==> src/logic/gpioPkg.sv <==
/*
 * Shared definitions for the OPB GPIO register block
 *   gpioGroupE     register group selected for a read
 *   regWordT       32-bit register word, control and status halves
 *   Per-group control and status widths, reset words
 *   ADC select widths and multiplexer enable codes
 */
package gpioPkg;

    ////////////////////////////////////////
    // Groups and register layout
    ////////////////////////////////////////
    typedef enum logic [2:0] {
        grpPower,
        grpGantry96v,
        grpSpdEmops,
        grpLiftSensor,
        grpAdcSel,
        grpNone
    } gpioGroupE;

    localparam int numGroups = 5;

    typedef logic [31:0] regWordT;

    localparam int ctrlWidth = 16;
    localparam int statusLsb = 16;

    // Indexed by gpioGroupE
    localparam regWordT regResetValues [numGroups] = '{
        32'h0000_0000,
        32'h0000_0000,
        32'h0000_0010,
        32'h0000_0001,
        32'h0000_00F8
    };

    ////////////////////////////////////////
    // Pin widths
    ////////////////////////////////////////
    localparam int powerCtrlWidth        = 2;
    localparam int powerStatusWidth      = 2;
    localparam int gantry96vCtrlWidth    = 3;
    localparam int gantry96vStatusWidth  = 8;
    localparam int spdEmopsCtrlWidth     = 6;
    localparam int spdEmopsStatusWidth   = 8;
    localparam int liftSensorStatusWidth = 4;

    localparam int adcSelWidth = 3;
    localparam int adcMuxCount = 5;

    // Bits 7:3 of the ADC word that enable mux 1 to 5
    localparam logic [adcMuxCount-1:0] adcMuxCodes [adcMuxCount] = '{
        5'b11110,
        5'b11101,
        5'b11011,
        5'b10111,
        5'b01111
    };

endpackage
==> src/logic/gpioRegBusIf.sv <==
/*
 * Register bus between strobe decode, register bank and read result
 *   Write mask and data toward the bank
 *   Read select and register contents toward the result stage
 */
`timescale 1ns/1ns

interface gpioRegBusIf;
    import gpioPkg::*;

    // One bit per group, indexed by gpioGroupE
    logic [numGroups-1:0] wrMask;
    logic [ctrlWidth-1:0] wrData;
    gpioGroupE            rdSel;
    regWordT              regFile [numGroups];

    modport decode (
        output wrMask, wrData, rdSel
    );

    modport bank (
        input  wrMask, wrData,
        output regFile
    );

    modport result (
        input rdSel, regFile
    );

endinterface

==> src/logic/gpioOpb.sv <==
/*
 * OPB GPIO register block, top level
 *   Strobe decode, register bank and read result
 *   joined by the internal register bus
 */
`timescale 1ns/1ns

module gpioOpb (
    input  logic                                       OPB_CLK,
    input  logic                                       OPB_RST,
    input  gpioPkg::regWordT                           opbDi,
    output gpioPkg::regWordT                           opbDo,

    // Bus strobes
    input  logic                                       powerWe,
    input  logic                                       gantry96vWe,
    input  logic                                       spdEmopsWe,
    input  logic                                       liftSensorWe,
    input  logic                                       adcSelWe,
    input  logic                                       powerRe,
    input  logic                                       gantry96vRe,
    input  logic                                       spdEmopsRe,
    input  logic                                       liftSensorRe,
    input  logic                                       adcSelRe,

    // Subsystem status pins
    input  logic [gpioPkg::powerStatusWidth-1:0]       powerStatus,
    input  logic [gpioPkg::gantry96vStatusWidth-1:0]   gantry96vStatus,
    input  logic [gpioPkg::spdEmopsStatusWidth-1:0]    spdEmopsStatus,
    input  logic [gpioPkg::liftSensorStatusWidth-1:0]  liftSensorStatus,

    // Subsystem control pins
    output logic [gpioPkg::powerCtrlWidth-1:0]         powerCtrl,
    output logic [gpioPkg::gantry96vCtrlWidth-1:0]     gantry96vCtrl,
    output logic [gpioPkg::spdEmopsCtrlWidth-1:0]      spdEmopsCtrl,
    output logic                                       liftHallPwrEnN,
    output logic [gpioPkg::adcSelWidth-1:0]            adcSel,
    output logic [gpioPkg::adcMuxCount-1:0]            adcMuxN
);

    gpioRegBusIf regBus ();

    opbStrobeDecode i_opbStrobeDecode (
        .powerWe      (powerWe),
        .gantry96vWe  (gantry96vWe),
        .spdEmopsWe   (spdEmopsWe),
        .liftSensorWe (liftSensorWe),
        .adcSelWe     (adcSelWe),
        .powerRe      (powerRe),
        .gantry96vRe  (gantry96vRe),
        .spdEmopsRe   (spdEmopsRe),
        .liftSensorRe (liftSensorRe),
        .adcSelRe     (adcSelRe),
        .opbDi        (opbDi),
        .regBus       (regBus.decode)
    );

    gpioRegisterBank i_gpioRegisterBank (
        .OPB_CLK          (OPB_CLK),
        .OPB_RST          (OPB_RST),
        .regBus           (regBus.bank),
        .powerStatus      (powerStatus),
        .gantry96vStatus  (gantry96vStatus),
        .spdEmopsStatus   (spdEmopsStatus),
        .liftSensorStatus (liftSensorStatus),
        .powerCtrl        (powerCtrl),
        .gantry96vCtrl    (gantry96vCtrl),
        .spdEmopsCtrl     (spdEmopsCtrl),
        .liftHallPwrEnN   (liftHallPwrEnN),
        .adcSel           (adcSel),
        .adcMuxN          (adcMuxN)
    );

    opbReadResult i_opbReadResult (
        .OPB_CLK (OPB_CLK),
        .OPB_RST (OPB_RST),
        .regBus  (regBus.result),
        .opbDo   (opbDo)
    );

endmodule

==> src/logic/opbReadResult.sv <==
/*
 * OPB read result
 *   Registers the selected group word onto the read data bus
 */
`timescale 1ns/1ns

module opbReadResult (
    input  logic              OPB_CLK,
    input  logic              OPB_RST,
    gpioRegBusIf.result       regBus,
    output gpioPkg::regWordT  opbDo
);
    import gpioPkg::*;

    // One cycle latency, word from before the edge
    always_ff @(posedge OPB_CLK or posedge OPB_RST) begin
        if (OPB_RST) begin
            opbDo <= '0;
        end else if (regBus.rdSel == grpNone) begin
            // Idle bus reads back zero
            opbDo <= '0;
        end else begin
            opbDo <= regBus.regFile[regBus.rdSel];
        end
    end

endmodule

==> src/logic/gpioRegisterBank.sv <==
/*
 * GPIO register bank
 *   Five group words with reset values
 *   Control half written from the bus, status half sampled from pins
 *   Control pin outputs and ADC multiplexer enable decode
 */
`timescale 1ns/1ns

module gpioRegisterBank (
    input  logic                                       OPB_CLK,
    input  logic                                       OPB_RST,
    gpioRegBusIf.bank                                  regBus,
    input  logic [gpioPkg::powerStatusWidth-1:0]       powerStatus,
    input  logic [gpioPkg::gantry96vStatusWidth-1:0]   gantry96vStatus,
    input  logic [gpioPkg::spdEmopsStatusWidth-1:0]    spdEmopsStatus,
    input  logic [gpioPkg::liftSensorStatusWidth-1:0]  liftSensorStatus,
    output logic [gpioPkg::powerCtrlWidth-1:0]         powerCtrl,
    output logic [gpioPkg::gantry96vCtrlWidth-1:0]     gantry96vCtrl,
    output logic [gpioPkg::spdEmopsCtrlWidth-1:0]      spdEmopsCtrl,
    output logic                                       liftHallPwrEnN,
    output logic [gpioPkg::adcSelWidth-1:0]            adcSel,
    output logic [gpioPkg::adcMuxCount-1:0]            adcMuxN
);
    import gpioPkg::*;

    localparam int statusWidth = 32 - statusLsb;

    regWordT                groupReg [numGroups];
    logic [statusWidth-1:0] statusIn [numGroups];
    logic [adcMuxCount-1:0] adcMuxField;

    ////////////////////////////////////////
    // Status pins, zero padded per group
    ////////////////////////////////////////
    assign statusIn[grpPower]      = statusWidth'(powerStatus);
    assign statusIn[grpGantry96v]  = statusWidth'(gantry96vStatus);
    assign statusIn[grpSpdEmops]   = statusWidth'(spdEmopsStatus);
    assign statusIn[grpLiftSensor] = statusWidth'(liftSensorStatus);
    // ADC select has no status pins
    assign statusIn[grpAdcSel]     = '0;

    ////////////////////////////////////////
    // Registers
    ////////////////////////////////////////
    always_ff @(posedge OPB_CLK or posedge OPB_RST) begin
        if (OPB_RST) begin
            for (int g = 0; g < numGroups; g++) begin
                groupReg[g] <= regResetValues[g];
            end
        end else begin
            for (int g = 0; g < numGroups; g++) begin
                // Status is held while the group is being written
                if (regBus.wrMask[g]) begin
                    groupReg[g][ctrlWidth-1:0] <= regBus.wrData;
                end else begin
                    groupReg[g][31:statusLsb] <= statusIn[g];
                end
            end
        end
    end

    assign regBus.regFile = groupReg;

    ////////////////////////////////////////
    // Control pins
    ////////////////////////////////////////
    assign powerCtrl      = groupReg[grpPower][powerCtrlWidth-1:0];
    assign gantry96vCtrl  = groupReg[grpGantry96v][gantry96vCtrlWidth-1:0];
    assign spdEmopsCtrl   = groupReg[grpSpdEmops][spdEmopsCtrlWidth-1:0];
    // Active low, high out of reset
    assign liftHallPwrEnN = groupReg[grpLiftSensor][0];
    assign adcSel         = groupReg[grpAdcSel][adcSelWidth-1:0];

    // Mux field sits just above the select lines
    assign adcMuxField = groupReg[grpAdcSel][adcSelWidth +: adcMuxCount];

    // A line goes low only on an exact code match
    always_comb begin
        for (int m = 0; m < adcMuxCount; m++) begin
            adcMuxN[m] = (adcMuxField != adcMuxCodes[m]);
        end
    end

endmodule

==> src/logic/opbStrobeDecode.sv <==
/*
 * OPB strobe decode
 *   Packs per-group write strobes into a write mask
 *   Priority-encodes read strobes into a group select
 */
`timescale 1ns/1ns

module opbStrobeDecode (
    input  logic             powerWe,
    input  logic             gantry96vWe,
    input  logic             spdEmopsWe,
    input  logic             liftSensorWe,
    input  logic             adcSelWe,
    input  logic             powerRe,
    input  logic             gantry96vRe,
    input  logic             spdEmopsRe,
    input  logic             liftSensorRe,
    input  logic             adcSelRe,
    input  gpioPkg::regWordT opbDi,
    gpioRegBusIf.decode      regBus
);
    import gpioPkg::*;

    // Several groups may be written in one cycle
    assign regBus.wrMask[grpPower]      = powerWe;
    assign regBus.wrMask[grpGantry96v]  = gantry96vWe;
    assign regBus.wrMask[grpSpdEmops]   = spdEmopsWe;
    assign regBus.wrMask[grpLiftSensor] = liftSensorWe;
    assign regBus.wrMask[grpAdcSel]     = adcSelWe;

    // Only the control half is writable
    assign regBus.wrData = opbDi[ctrlWidth-1:0];

    // Lowest group wins
    always_comb begin
        if (powerRe) begin
            regBus.rdSel = grpPower;
        end else if (gantry96vRe) begin
            regBus.rdSel = grpGantry96v;
        end else if (spdEmopsRe) begin
            regBus.rdSel = grpSpdEmops;
        end else if (liftSensorRe) begin
            regBus.rdSel = grpLiftSensor;
        end else if (adcSelRe) begin
            regBus.rdSel = grpAdcSel;
        end else begin
            regBus.rdSel = grpNone;
        end
    end

endmodule

==> config.mk <==
export PLATFORM = sky130hd
export DESIGN_NAME = gpioOpb
export DESIGN_NICKNAME = d
export VERILOG_FILES = /design/src/logic/gpioPkg.sv /design/src/logic/gpioRegBusIf.sv /design/src/logic/gpioOpb.sv /design/src/logic/opbReadResult.sv /design/src/logic/gpioRegisterBank.sv /design/src/logic/opbStrobeDecode.sv
export SDC_FILE = /design/constraint.sdc
export NUM_CORES = 1
export LEC_CHECK = 0
export ABC_AREA = 1
export ABC_CLOCK_PERIOD_IN_PS = 5000
export BUFFER_PORTS_ARGS = -buffer_cell sky130_fd_sc_hd__buf_2
export CORE_UTILIZATION = 55
export DETAILED_ROUTE_END_ITERATION = 12
export GPL_ROUTABILITY_DRIVEN = 0
export PLACE_DENSITY = 0.8
export SLEW_MARGIN = 20
export SYNTH_ARGS = -nofsm -noshare
export SYNTH_HDL_FRONTEND = slang
export SYNTH_SLANG_ARGS = --single-unit
==> constraint.sdc <==
create_clock -name OPB_CLK -period 5 [get_ports OPB_CLK]
set_clock_uncertainty 0.1 [all_clocks]
set_input_delay 0.5 -clock OPB_CLK [delete_from_list [all_inputs] [get_ports OPB_CLK]]
set_output_delay 0.5 -clock OPB_CLK [all_outputs]
set_load 0.005 [all_outputs]
After elaboration in Yosys (flattened, before gate mapping)
Cells that the tools add are included.
- register bits: 134
- input bits: 66
- logic and storage cells: 27
- $lt $le $gt $ge: 1
- equality and inequality tests: 6
- multiplexer cells: 9
- bitwise logic cells: 1
- operators by type and width (cell ; count):
    $bmux 32 s3 ; 1
    $mux 32 ; 3
    $ne 5x5->1 const B ; 4
    $mux 3 ; 4
    $ne 5x4->1 const B ; 1
    $ge 4x4->1 const B ; 1
    $not 3->4 ; 1
    $eq 3x3->1 const B ; 1
    $mux 1 ; 1

Longest topological paths before layout
- depth after elaboration: 10
- depth in mapped cells: 11
- depth with buffers taken out: 9

By module
Synthesis repeated with hierarchy kept, for this count alone.
- cells, all modules: 978
- area, all modules: 7409.6 um^2
- modules (own cells, without submodules) (module ; instances ; cells each ; area each (um^2)):
    gpioRegisterBank ; 1 ; 524 ; 4648.2
    opbReadResult ; 1 ; 423 ; 2544.9
    opbStrobeDecode ; 1 ; 31 ; 216.5

Worst setup path before layout
No wires, ideal clock.
- path type: input to register
- from: input port spdEmopsRe
- to: register i_opbReadResult.opbDo[10]
- library setup time: 0.117 ns
- arrival time: 1.296 ns
- data required time: 4.783 ns
- slack: 3.487 ns
- cell stages on the path: 7
- buffers on the path: 1
- path through: nor2_1 inv_1 nor2_1 inv_1 buf_2 nand3_1 nand2_1
- longest elaborated chain between the ends: 8
- ends and longest elaborated chain (element ; RTL line ; source):
    from (decl) ; gpioOpb.sv:22 ; input logic spdEmopsRe,
    $mux 3 * ; opbStrobeDecode.sv:40 ; end else if (spdEmopsRe) begin
    $mux 3 * ; opbStrobeDecode.sv:38 ; end else if (gantry96vRe) begin
    $mux 3 * ; opbStrobeDecode.sv:36 ; if (powerRe) begin
    $not 3->4 (implied by the code) ; opbReadResult.sv:23 ; opbDo <= regBus.regFile[regBus.rdSel];
    $bmux 32 s3 ; opbReadResult.sv:23 ;
    $mux 32 (implied by the code) (2 in a row) ; opbReadResult.sv:23 ;
    $mux 32 * ; opbReadResult.sv:19 ; end else if (regBus.rdSel == grpNone) begin
    to (signal assigned) ; opbReadResult.sv:23 ;
    to (decl) ; opbReadResult.sv:11 ; output gpioPkg::regWordT opbDo
Every way passes the cells marked *; elsewhere a longest branch is shown, timed or not. The select of a mux whose other input is x is not followed.
A chain may end at the register's enable or synchronous reset.

Final worst setup path
- from: input port liftSensorRe
- to: register i_opbReadResult.opbDo[10]
- longest elaborated chain between the ends: 9
- ends and longest elaborated chain (element ; RTL line ; source):
    from (decl) ; gpioOpb.sv:23 ; input logic liftSensorRe,
    $mux 3 * ; opbStrobeDecode.sv:42 ; end else if (liftSensorRe) begin
    $mux 3 * ; opbStrobeDecode.sv:40 ;
    $mux 3 * ; opbStrobeDecode.sv:38 ;
    $mux 3 * ; opbStrobeDecode.sv:36 ;
    $not 3->4 (implied by the code) ; opbReadResult.sv:23 ;
    $bmux 32 s3 ; opbReadResult.sv:23 ;
    $mux 32 (implied by the code) (2 in a row) ; opbReadResult.sv:23 ;
    $mux 32 * ; opbReadResult.sv:19 ;
Marks and branches as above.

==> out/metrics.yaml <==
sta:
  fin_crit_ps: 3110
  fmax_ghz: 0.321
  slew_viol_final: 0
  worst_hold_slack_ps: 0.588
  hold_violations: 0
  worstMarginPinSlew_ps: 919
  rsz0062_at_grt: "false"
  fin_tns_setup_ps: 0
  slew_headroom: 0.386
  finalSetupViolations: 0
  post-route-period-util: 0.623
yosys:
  syn_inst: 519
  yosys.area_share.simple: 0.171
  avgSynthCellArea_um2: 10.9
  synth_top_family_by_area: "multiplexers"
  syn_area_um2: 5670
  synth-xor-area-share: 0
  ys.warnings.count: 0
  synth.area.mux_share: 0.177
  synthAdderAreaFrac: 0
  yosysSeqAreaShare: 0.558
  synth_compound_area_frac: 0.0150
  synth_cell_type_count: 20
  synth-seq-cells: 126
route:
  ant_nets: 0
  routed_wl_mm: 13.6
  remaining_drc_errors: 0
  drt-pass1-iter-count: 5
  wl_per_cell_um: 18.7
  vias: 4202
  via_per_inst: 5.76
  drt_iter0_drc: 283
clock_tree:
  post_cts.repair.setup_buffers: 0
  clkTransAtPathRegs_ps: 60
  cts_resized: 0
  root_buffer: "clkbuf_8"
  clock_latency_ps: 520
  clkSinkCount: 126
  cts_tree: "yes"
  numCtsBuffers: 17
  cts_buffer_depth: 2
  cts.hold.buffers_added: 0
  htree_levels: 4
global_routing:
  overflow: 0
  grt_usage: 0.265
  grt_pass1_vias: 4375
  antenna_found_initial: 1
  grt_pass1_wl_mm: 21.8
  grt_start_max_net_pins: 82
placed_design:
  port_buffers: 93
  hpwl_mm: 7.56
final_layout:
  syn_to_final_growth_pct: 18.1
  register_area_um2: 3160
  num-fill-cells: 699
  multi_input_area_um2: 2090
  num_antenna_cells: 0
  final_util: 0.679
  nets: 650
  drive_gt1_frac: 0.389
floorplan:
  dieArea_um2: 10700
  initial_core_util: 0.575
  die_w_um: 104
  die_y_um: 104
  ios: 118
  core_area_um2: 9860
  rows: 36
worst_setup_path:
  crit_path_end_kind: "register"
  crit_fanout: 39
  critPathMaxStageDelay_ps: 890
  critPathRequiredTime_ps: 5350
  cp-start-kind: "primary input"
  path_cells: "buf_2 -> inv_2 -> nand2_1 -> nand2_1 -> nand2_2 -> nand2_2 -> nand2_1 -> nand3_1 -> nand3_1 -> nand2_1"
  cp_common_cell: "nand2_1"
  cp_slowest_cell: "nand2_2"
  critical_path_class: "primary input to register"
  critPathArrivalTime_ps: 3470
hold_path:
  min_path_type: "primary input to asynchronous set/reset pin"
pwr:
  p_per_area_nw_per_um2: 443
  leakage_uw: 0.00316
  ir_drop_uv: 239
status:
  status: "completed"
flow_run:
  drv_cap: 0
-- cells in the final DEF (no fill, tap or decap) --
| cell type | instances |
|---|---|
| o21ai_0 | 5 |
| dfstp_2 | 7 |
| clkbuf_16 | 16 |
| conb_1 | 8 |
| inv_6 | 2 |
| clkinv_4 | 2 |
| nand4_1 | 20 |
| nor2_1 | 11 |
| mux2_2 | 89 |
| nand2_1 | 68 |
| nor2_4 | 1 |
| nand3b_1 | 4 |
| dfrtp_1 | 119 |
| buf_2 | 93 |
| nand3_1 | 99 |
| inv_1 | 19 |
| a21oi_1 | 12 |
| clkbuf_8 | 3 |
| inv_2 | 5 |
| nand2_2 | 2 |
| buf_4 | 2 |
| bufinv_16 | 7 |
| clkinvlp_4 | 3 |
-- cell type report --
type | instances | share of cell area
multi-input cells | 319 | 0.312
clock inverters | 13 | 0.0387
clock buffers | 19 | 0.0660
flip-flops and latches | 126 | 0.472
inverters | 25 | 0.0148
repair buffers | 95 | 0.0717
well taps | 133 | 0.0249
-- worst max-delay path: cells and delay by family --
| kind | cells | cell delay [ps] |
|---|---|---|
| buffers and inverters | 2 | 150 |
| AND/OR/NAND/NOR | 8 | 2820 |
-- stage by stage --
step           area (um2)  instances  setup slack [ps]  power, uW
2_1_floorplan        5700        526              1060       1420
3_3_place_gp         5990        698              1520       1500
3_5_place_dp         5990        698              1470       1520
4_1_cts              6690        730              1960       2970
5_1_grt              6700        730              1780       3050
6_report             6700        730              1890       2960
-- state kept, by name (all words and copies together) (netlist names) --
| signal | cells |
|---|---|
| i_gpioRegisterBank.regBus.regFile | 93 |
| i_opbReadResult.opbDo | 24 |
| i_gpioRegisterBank.liftHallPwrEnN | 1 |
| i_gpioRegisterBank.adcSel | 3 |
| i_gpioRegisterBank.gantry96vCtrl | 3 |
| i_gpioRegisterBank.powerCtrl | 2 |
-- logic make-up after synthesis --
family                 after synthesis
AND/OR/NAND/NOR                    205
flip-flops                         126
multiplexers                        89
buffers and inverters               81
AO/OA/AOI/OAI                       17
other                                1
-- cell usage after synthesis (all sizes together) --
cell	count	area, um2
o21ai	5	25.0
clkbuf	7	26.3
conb	1	3.75
mux2	89	1000
nand3	99	495
nand4	20	125
nor2	12	52.6
dfstp	7	184
inv	25	93.8
nand2	70	268
dfrtp	119	2980
buf	49	325
a21oi	12	60.1
nand3b	4	30.0
-- where the power goes --
part	switching, uW	internal, uW	total, uW	leakage, uW
clock	460	990	1450	0.000331
sequential	56.4	1130	1190	0.00147
combinational	181	144	325	0.00135
-- metal layers --
layer	track usage	vias up	part of all wire
met1	0.316	2093	0.39
met5	0	-	0.0012
met2	0.450	189	0.52
met4	0.140	2	0.027
li1	-	1880	-
met3	0.0598	38	0.066
-- worst paths after layout --
| check | start | end | slack [ps] | cells past startpoint |
|---|---|---|---|---|
| hold reg to reg | i_gpioRegisterBank.regBus.regFile[86] | i_opbReadResult.opbDo[22] | 400 | 2 |
| min in group OPB_CLK | gantry96vStatus[3] | i_gpioRegisterBank.regBus.regFile[115] | 110 | 2 |
| setup reg to reg | i_gpioRegisterBank.liftHallPwrEnN | i_opbReadResult.opbDo[0] | 3880 | 4 |
| setup / recovery | liftSensorRe | i_opbReadResult.opbDo[10] | 1890 | 10 |
| hold / removal | OPB_RST | i_opbReadResult.opbDo[4] | 0.6 | 2 |
| max in group asynchronous | OPB_RST | i_gpioRegisterBank.regBus.regFile[79] | 3730 | 3 |
Power figures use the tool's default switching activity.
